## config.mk

```make
export PLATFORM = sky130hd
export DESIGN_NAME = word_gatherer
export DESIGN_NICKNAME = d
export VERILOG_FILES = /design/src/source/tern_pkg.sv /design/src/source/word_gatherer.sv
export SDC_FILE = /design/constraint.sdc
export NUM_CORES = 1
export LEC_CHECK = 0
export BUFFER_PORTS_ARGS = -buffer_cell sky130_fd_sc_hd__buf_2
export CAP_MARGIN = 10
export CORE_MARGIN = 2
export CORE_UTILIZATION = 36
export DETAILED_ROUTE_END_ITERATION = 16
export HOLD_SLACK_MARGIN = 0.08
export MAX_ROUTING_LAYER = met4
export PLACE_DENSITY = 0.73
export SLEW_MARGIN = 20
export SYNTH_ARGS = -nofsm -noshare
export SYNTH_HDL_FRONTEND = slang
export SYNTH_SLANG_ARGS = --single-unit
```

## constraint.sdc

```tcl
create_clock -name clk_100mhz -period 1.53 [get_ports clk_100mhz]
set_clock_uncertainty 0.2 [all_clocks]
set_input_delay 0.306 -clock clk_100mhz [delete_from_list [all_inputs] [get_ports clk_100mhz]]
set_output_delay 0.306 -clock clk_100mhz [all_outputs]
set_load 0.02 [all_outputs]
```

## src/source/tern_pkg.sv

```systemverilog
`default_nettype none

package tern_pkg;

  parameter int WORD_W   = 64;  // Memory word width
  parameter int ADDR_W   = 8;   // 256-word shared memory
  parameter int N_ELEM   = 16;  // Elements per vector
  parameter int X_ELEM_W = 8;   // Signed activation element
  parameter int TRIT_W   = 4;   // Weight field, read as signed

  typedef logic [WORD_W-1:0] word_t;
  typedef logic [ADDR_W-1:0] addr_t;  // Wraps modulo 256

  // Element i at bits 8i upward, word 0 is the low half
  typedef logic [N_ELEM*X_ELEM_W-1:0] x_vec_t;
  // Field i at bits 4i upward, one word
  typedef logic [N_ELEM*TRIT_W-1:0] w_vec_t;

  typedef logic signed [15:0] sum_t;  // Dot product, max magnitude 2048

  typedef struct packed {
    addr_t addr;   // Word address
    word_t wdata;  // Write data, ignored on reads
    logic  we;     // 1 write, 0 read
  } mem_req_t;

  typedef struct packed {
    addr_t x_base;  // First of two activation words
    addr_t w_base;  // Weight word
  } run_cmd_t;

  parameter logic [7:0] OP_WRITE = 8'h01;  // addr, 8 data bytes LSB first
  parameter logic [7:0] OP_RUN   = 8'h02;  // x base, w base

endpackage

`default_nettype wire

```

## src/source/word_gatherer.sv

```systemverilog
`timescale 1ns/10ps
`default_nettype none

module word_gatherer import tern_pkg::*; #(
  parameter type payload_t = word_t
) (
  input  logic     clk_100mhz,
  input  logic     rst_n,
  input  logic     start,
  input  addr_t    base,
  output logic     req,
  output mem_req_t bus,
  input  logic     gnt,
  input  logic     rvalid,
  input  word_t    rdata,
  output logic     done,
  output payload_t payload
);

  localparam int PL_W   = $bits(payload_t);
  localparam int PIECES = PL_W / WORD_W;               // Words per payload
  localparam int CNT_W  = $clog2(PIECES + 1);
  localparam int IDX_W  = (PIECES > 1) ? $clog2(PIECES) : 1;

  logic [CNT_W-1:0] issue_cnt;  // Reads granted, PIECES when idle
  logic [IDX_W-1:0] ret_idx;    // Slot for next returning word
  logic             last_ret;
  addr_t            addr_q;     // Next address to request
  addr_t            cur_addr;
  logic [PL_W-1:0]  pl_q;

  // First request goes out in the start cycle
  assign cur_addr = start ? base : addr_q;
  assign req      = start | (issue_cnt != CNT_W'(PIECES));
  assign last_ret = (ret_idx == IDX_W'(PIECES - 1));
  assign payload  = pl_q;

  always_comb begin
    bus.addr  = cur_addr;
    bus.wdata = '0;
    bus.we    = 1'b0;  // Read only
  end

  always_ff @(posedge clk_100mhz or negedge rst_n) begin
    if (!rst_n) begin
      issue_cnt <= CNT_W'(PIECES);
      ret_idx   <= '0;
      done      <= 1'b0;
    end else begin
      if (start) issue_cnt <= gnt ? CNT_W'(1) : '0;
      else if (req && gnt) issue_cnt <= issue_cnt + 1'b1;
      done <= rvalid & last_ret;  // Payload complete next cycle
      if (rvalid) ret_idx <= last_ret ? '0 : ret_idx + 1'b1;
    end
  end

  always_ff @(posedge clk_100mhz) begin
    if (req && gnt) addr_q <= cur_addr + addr_t'(1);  // Wraps past 255
    else if (start) addr_q <= base;                   // Held until granted
    if (rvalid) pl_q[ret_idx*WORD_W +: WORD_W] <= rdata;
  end

endmodule

`default_nettype wire

```

---- After elaboration in Yosys (flattened, before gate mapping) ----
Cells that the tools add are included.
storage, ports and cells
  register bits ........................... 75
  output and inout bits ................... 139
  input port bits ......................... 77
  word-level logic and storage cells ...... 24
operators by class
  shift operators ......................... 2
  mux-type cells .......................... 7
  reductions and logical operators ........ 2
  add/sub/neg operators ................... 4
  bitwise gates (word level) .............. 4
operators with widths
  operator                    count
  $bwmux W64                  1
  $shift A64 B34 Y64 const A  1
  $shiftx A64 B34 Y64         1
  $neg A7 Y34                 1
  $mux W8                     2
  $add A8 B1 Y8 const B       1
  $mux W1                     4
  $add A1 B1 Y1 const B       2
  $not A1 Y1                  2
  $reduce_bool A2 Y1          1
  $and A1 B1 Y1               1
  $logic_and A1 B1 Y1         1
  $or A1 B1 Y1                1

---- Logic depth before layout (Yosys ltp) ----
Gate-level depths: netlist of the first run.
  depth after elaboration ................. 5
  gate-level depth with buffers ........... 8
  depth with buffers taken out ............ 6

---- Least setup slack after synthesis of the first run ----
No wires, ideal clock.
  path kind ............................... input -> register
  start point ............................. in start
  end point ............................... reg addr_q[4]
  stages on the path ...................... 7
  path buffers ............................ 2
  required time ........................... 1209 ps
  setup time .............................. 121 ps
  slack ................................... -320 ps
  arrival ................................. 1528 ps
  cell sequence ........................... buf_6 > buf_2 > mux2_2 > ha_1 > o211ai_1 > nor2_1 > xor2_1
RTL lines
  item                    RTL line             RTL
  start: declaration      word_gatherer.sv:9   input logic start,
  end signal: assignment  word_gatherer.sv:58  if (req && gnt) addr_q <= cur_addr + addr_t'(1);
  end signal: assignment  word_gatherer.sv:59  else if (start) addr_q <= base;
  end: declaration        word_gatherer.sv:28  addr_t addr_q;

---- Final worst setup path of the first run ----
  start point ............................. reg issue_cnt
  end point ............................... out req
on the way
  longest elaborated chain between the ends .. 2
RTL lines
  item                      RTL line             RTL
  start: declaration        word_gatherer.sv:25  logic [CNT_W-1:0] issue_cnt;
  start signal: assignment  word_gatherer.sv:46  issue_cnt <= CNT_W'(PIECES);
  start signal: assignment  word_gatherer.sv:50  if (start) issue_cnt <= gnt ? CNT_W'(1) : '0;
  start signal: assignment  word_gatherer.sv:51  else if (req && gnt) issue_cnt <= issue_cnt + 1'b1;
  $not A1 Y1                word_gatherer.sv:34  assign req = start | (issue_cnt != CNT_W'(PIECES));
  $or A1 B1 Y1              word_gatherer.sv:34
  end: declaration          word_gatherer.sv:11  output logic req,
Every way passes these cells.

==> results.md, run 1 <==
• **post-placement cell area** 3740 um2
• **Worst path top cell family by delay** flip-flops
• **area of all placed cells without fillers** 4900 um2
• **max_cap viols** 0
• **final period utilization** 110%
• **I/O Buffers** 150
• **clock root cell** clkbuf_8
• **global-route wire length before repair** 10500 um
• **Startpoint Class** flop
• **Finish-stage setup viols** 14
• **maximum clock path buffer count** 2
• **failing checks** setup timing
• **area growth from synthesis to layout** 64.9%
• **effective utilization at floorplan** 36.7%
• **Slew Limit Fails** 0
• **CP required** 1.02 ns
• **FP Rows** 33
• **placeable core region** 8090 um2
• **Clock Latency Late Sink** 0.34 ns
• **status** finished, violations left
• **share of the core filled with cells** 60.5%
• **initial antenna violation count** 0
• **class of the tightest hold or removal check** in2reg
• **clk sinks** 74
• **number of global-route vias before repair** 2108
• **Worst path max stage delay** 0.56 ns
• **worst voltage drop across the vdd grid** 461 uV
• **setup slack after layout** -0.158 ns
• **setup repair after global routing missed its margin** true
• **width of the die** 94.8 um
• **Slowest cell on crit path** dfstp_2
• **count of mapped cells out of synthesis** 186
• **minimum clock period** 1.69 ns
• **Via Count** 2204
• **crit end category** output pin
• **Clock H-tree levels** 3
• **buffers and inverters on the worst path** 2
• **number of nets at the end of the flow** 521
• **IO Count** 216
• **mean area per synthesized cell** 16.0 um2
• **maximum clock frequency** 592 MHz
• **power per standard cell area** 1070 nW/um2
• **number of buffers created by CTS** 9
• **floorplan die area** 8990 um2
• **Congestion Overflow GR** 0
• **die span in y** 94.8 um
• **number of different library cells in the post-synthesis netlist** 30
• **cell mode on critical path** buf_6
• **gpl congestion** 0.741
• **TritonRoute pass-1 iters** 4
• **GRT Overall Usage** 16.5%
• **Cell Chain, Critical Path** buf_6, nand2b_4, buf_6
• **average via count per standard cell** 3.99
• **sequential share of the synthesized area** 71.8%
• **Yosys warning count** 0
• **total standard cell area after synthesis** 2970 um2
• **DRC viols** 0
• **sum of routed wire length over all layers** 7730 um
• **post-detailed-route wirelength per cell** 14.0 um
• **clock-pin slew of the registers on the worst-case setup and hold paths** 0.08 ns
• **number of synthesized register bits** 74
• **number of design-rule violations left by the first detailed-router iteration** 65
• **detailed placement HPWL** 4660 um
• **maximum number of pins on one net before global-route repair** 40
• **number of antenna repair diodes** 0
• **WS Path Type** reg2out
• **clock tree from TritonCTS** yes
• **largest driver fanout on the critical path** 3
• **proportion of layout cells with a drive suffix above 1** 49.3%
• **remaining antenna violation count** 0
• **static leakage** 2.28 nW
• **Final Hold Fails** 0
• **Data arrival, critical path** 1.18 ns
==> state kept, by name, indices dropped and copies added (netlist names) <==
signal	count
addr_q	8
done	1
issue_cnt	1
payload	64
==> synth_stat cells <==
cell type / n / area, um2
nand3b_1: 1 / 7.51
nand3_2: 1 / 10.0
or3b_4: 1 / 11.3
dfxtp_1: 8 / 160
edfxtp_1: 64 / 1920
a221oi_4: 1 / 26.3
o21a_1: 1 / 7.51
ha_1: 1 / 12.5
dfrtp_1: 1 / 25.0
o22ai_1: 1 / 6.26
mux2_2: 6 / 67.6
conb_1: 1 / 3.75
xnor2_1: 4 / 35.0
nand2b_1: 4 / 25.0
buf_4: 65 / 488
buf_2: 1 / 5.00
o211ai_1: 1 / 7.51
xor2_1: 1 / 8.76
and3_1: 1 / 6.26
o21ai_0: 1 / 5.00
nand3_1: 2 / 10.0
buf_6: 1 / 11.3
nand2_1: 10 / 37.5
and2_1: 1 / 6.26
nor2_1: 1 / 3.75
dfstp_2: 1 / 26.3
a32oi_1: 1 / 8.76
mux2i_1: 1 / 10.0
nor3b_1: 1 / 7.51
inv_1: 2 / 7.51
==> cell type report <==
cell class                      count  area, um2
Tap cell                          105        131
Fill cell                         623       3200
Multi-Input combinational cell    107        646
Clock buffer                       10        128
Sequential cell                    74       2140
Timing Repair Buffer              249       1750
Inverter                            2       7.51
Clock inverter                      6       90.1
==> per-layer routing <==
| metal | wire length (um) | vias up | global-route usage, % |
|---|---|---|---|
| met4 | 71 | 0 | 4.59 |
| li1 | - | 1035 | - |
| met2 | 4300 | 129 | 31.5 |
| met3 | 731 | 10 | 5.43 |
| met5 | 0 | - | - |
| met1 | 2630 | 1030 | 15.7 |
==> through the flow <==
stage / cells / hold slack, ns / power, mW / setup TNS [ns] / setup WS (ns)
3_5_place_dp: 452 / -0.100 / 3.32 / -1.85 / -0.223
4_1_cts: 546 / 0.136 / 5.20 / -1.16 / -0.185
5_1_grt: 553 / 0.156 / 5.46 / -1.88 / -0.212
6_report: 553 / 0.167 / 5.24 / -1.03 / -0.158
2_1_floorplan: 250 / -0.190 / 3.08 / -0.778 / -0.149
3_3_place_gp: 452 / -0.101 / 3.30 / -1.52 / -0.190
==> placed cells by master, fill, tap and decap left out, types with 2 or more instances in the layout <==
cell           count
buf_12             2
buf_6             12
nand2_1            8
mux2_4             6
nand2_4            2
buf_4             27
edfxtp_1          64
nand2b_1           2
conb_1            65
inv_1              2
clkbuf_8           9
buf_2            141
bufinv_16          2
xnor2_1            3
nand3_1            2
dfxtp_2            6
dfxtp_1            2
nand2b_4           2
dlygate4sd3_1     67
==> cells by family after synthesis <==
family / after synthesis / share of synthesized area (%)
multiplexers: 7 / 2.61
AO/OA/AOI/OAI: 6 / 2.07
flip-flops: 74 / 71.8
XOR/XNOR: 5 / 1.47
other: 1 / 0.126
AND/OR/NAND/NOR: 23 / 4.21
buffers and inverters: 69 / 17.2
adder cells (fa/ha/maj): 1 / 0.421
==> path summary, 6_finish.rpt <==
kind | startpoint | end | slack (ns) | depth (start not counted)
setup reg to reg | issue_cnt | addr_q[5] | -0.12 | 4
max in group asynchronous | rst_n | done | 0.38 | 3
hold / removal | rvalid | done | 0.17 | 2
min in group asynchronous | rst_n | issue_cnt | 0.26 | 2
hold reg to reg | addr_q[0] | addr_q[0] | 0.45 | 3
setup / recovery | issue_cnt | req | -0.16 | 3
==> power breakdown <==
part           switching (mW)  leakage, nW  internal [mW]
Clock                   0.727        0.107          0.925
Sequential             0.0633        0.716           2.39
Combinational           0.622         1.46          0.520
Total                    1.41         2.28           3.83
==> timing repair <==
item	in CTS	in global routing
pin swaps	6	6
setup endpoints to repair	11	15
setup buffers	10	7
hold buffers	67	0
resized for setup	32	8
hold endpoints to repair	68	0
cloned	1	0
No activity file was read; power rests on OpenSTA's default activity.
==> run 2: changes to the inputs <==
BUFFER_PORTS_ARGS = unset   (was -buffer_cell sky130_fd_sc_hd__buf_2)
CORE_UTILIZATION = 40   (was 36)
CTS_BUF_LIST = sky130_fd_sc_hd__clkbuf_4 sky130_fd_sc_hd__clkbuf_8 sky130_fd_sc_hd__clkbuf_16   (was unset)
DONT_BUFFER_PORTS = 1   (was unset)
PLACE_DENSITY = 0.54   (was 0.73)
==> results.md, run 2 (synthesis results as in run 1) <==
• **class of the tightest hold or removal check** in2reg, unchanged
• **Startpoint Class** flop, unchanged
• **DRC viols** 0, unchanged
• **worst voltage drop across the vdd grid** 431 uV, was 461 uV
• **sum of routed wire length over all layers** 5420 um, was 7730 um
• **global-route wire length before repair** 8020 um, was 10500 um
• **worst-case hold slack** -0.181 ns, was 0.167 ns
• **proportion of layout cells with a drive suffix above 1** 18.1%, was 49.3%
• **initial antenna violation count** 0, unchanged
• **largest driver fanout on the critical path** 3, unchanged
• **GRT Overall Usage** 13.3%, was 16.5%
• **most common cell after layout, fill and taps aside** dlygate4sd3_1, was buf_2
• **number of design-rule violations left by the first detailed-router iteration** 23, was 65
• **number of global-route vias before repair** 1494, was 2108
• **# placed instances** 289, was 452
• **maximum clock path buffer count** 2, unchanged
• **clock-pin slew of the registers on the worst-case setup and hold paths** 0.08 ns, about the same
• **Clock Latency Late Sink** 0.33 ns, was 0.34 ns
• **FP Rows** 31, was 33
• **average via count per standard cell** 4.07, was 3.99
• **flop2flop setup slack** -0.11 ns, was -0.12 ns
• **setup slack after layout** -0.149 ns, was -0.158 ns
• **Data arrival, critical path** 1.17 ns, was 1.18 ns
• **power per standard cell area** 1230 nW/um2, was 1070 nW/um2
• **I/O Buffers** 0, was 150
• **width of the die** 90.2 um, was 94.8 um
• **static leakage** 1.57 nW, was 2.28 nW
• **IO Count** 216, unchanged
• **gpl congestion** 0.719, was 0.741
• **placeable core region** 7210 um2, was 8090 um2
• **number of buffers created by CTS** 9, unchanged
• **minimum clock period** 1.68 ns, was 1.69 ns
• **detailed placement HPWL** 3670 um, was 4660 um
• **CP required** 1.02 ns, about the same
• **flip-flop count of the largest register, all copies and words added** 64, unchanged
• **number of nets at the end of the flow** 354, was 521
• **WS Path Type** reg2out, unchanged
• **Finish-stage setup viols** 9, was 14
• **maximum number of pins on one net before global-route repair** 66, was 40
• **area growth from synthesis to layout** 32.4%, was 64.9%
• **remaining antenna violation count** 0, unchanged
• **Slew Limit Fails** 0, unchanged
• **final period utilization** 110%, about the same
• **max_cap viols** 0, unchanged
• **die span in y** 90.2 um, was 94.8 um
• **count of hold-fix buffers inserted at cts** 69, was 67
• **failing checks** hold timing, setup timing, was setup timing
• **number of antenna repair diodes** 0, unchanged
• **effective utilization at floorplan** 41.2%, was 36.7%
• **status** finished, violations left, unchanged
• **Congestion Overflow GR** 0, unchanged
• **setup repair after global routing missed its margin** true, unchanged
• **post-detailed-route wirelength per cell** 14.3 um, was 14.0 um
• **Final Hold Fails** 65, was 0
• **sum of negative setup slack** -0.777 ns, was -1.03 ns
• **clk sinks** 74, unchanged
• **clock tree from TritonCTS** yes, unchanged
• **floorplan die area** 8130 um2, was 8990 um2
• **maximum clock frequency** 596 MHz, was 592 MHz
• **clock root cell** clkbuf_8, unchanged
• **Final Instance Count excl. Fillers** 380, was 553
• **highest-count cells in the layout ignoring fill and taps** dlygate4sd3_1 (69), conb_1 (65), edfxtp_1 (64), clkbuf_8 (9), was buf_2 (141), dlygate4sd3_1 (67), conb_1 (65), edfxtp_1 (64), buf_4 (27)
• **TritonRoute pass-1 iters** 4, unchanged
• **Clock H-tree levels** 3, unchanged
• **Via Count** 1546, was 2204
• **crit end category** output pin, unchanged
[run 2: routing by layer]
layer	wire length [um]	vias up	track usage, %
met3	475	3	5.62
met2	2820	115	21.7
met5	0	-	-
met4	31	0	4.62
li1	-	702	-
met1	2090	726	14.7
[run 2: where the power goes]
group / switching (mW) / internal, mW / total [mW] / leakage, nW
clock network: 0.715 / 0.929 / 1.64 / 0.110
registers: 0.248 / 2.40 / 2.64 / 0.716
logic: 0.288 / 0.251 / 0.538 / 0.745
[run 2: worst paths after layout]
check / startpoint / to / cells past startpoint
max in group asynchronous: rst_n / issue_cnt / 2
max reg2reg: issue_cnt / addr_q[3] / 4
min: rvalid / done / 0
max: issue_cnt / req / 3
min in group asynchronous: rst_n / done / 2
min reg2reg: addr_q[6] / addr_q[6] / 2
[run 2: metrics by stage]
stage / util, % / power [mW] / worst slack, ns / hold slack, ns / instance area [um2]
2_1_floorplan: - / 3.08 / -0.149 / -0.190 / 3250
3_3_place_gp: 40.3 / 3.02 / -0.111 / -0.190 / 2910
3_5_place_dp: 40.3 / 3.02 / -0.143 / -0.190 / 2910
4_1_cts: 54.1 / 4.88 / -0.166 / -0.220 / 3900
5_1_grt: 54.5 / 5.02 / -0.203 / -0.213 / 3930
6_report: 54.5 / 4.83 / -0.149 / -0.181 / 3930
[run 2: timing repair]
action	in CTS	in global routing
endpoints found under the setup margin	6	13
resized for setup	10	8
pin swaps	1	5
hold endpoints to repair	137	69
setup buffers	5	1
[run 2: final cells by class]
class / count / area [um2]
well taps: 99 / 124
repair buffers: 82 / 807
clock inverters: 7 / 98.8
flip-flops and latches: 74 / 2140
clock buffers: 9 / 124
multi-input cells: 107 / 633
inverters: 2 / 7.51
fillers: 611 / 3280
[run 2: worst max-delay path, cell delays in order (launching register included)]
cell and delay [ns]:
dfstp_2 0.54, buf_6 0.11, nand2b_4 0.06, buf_6 0.13
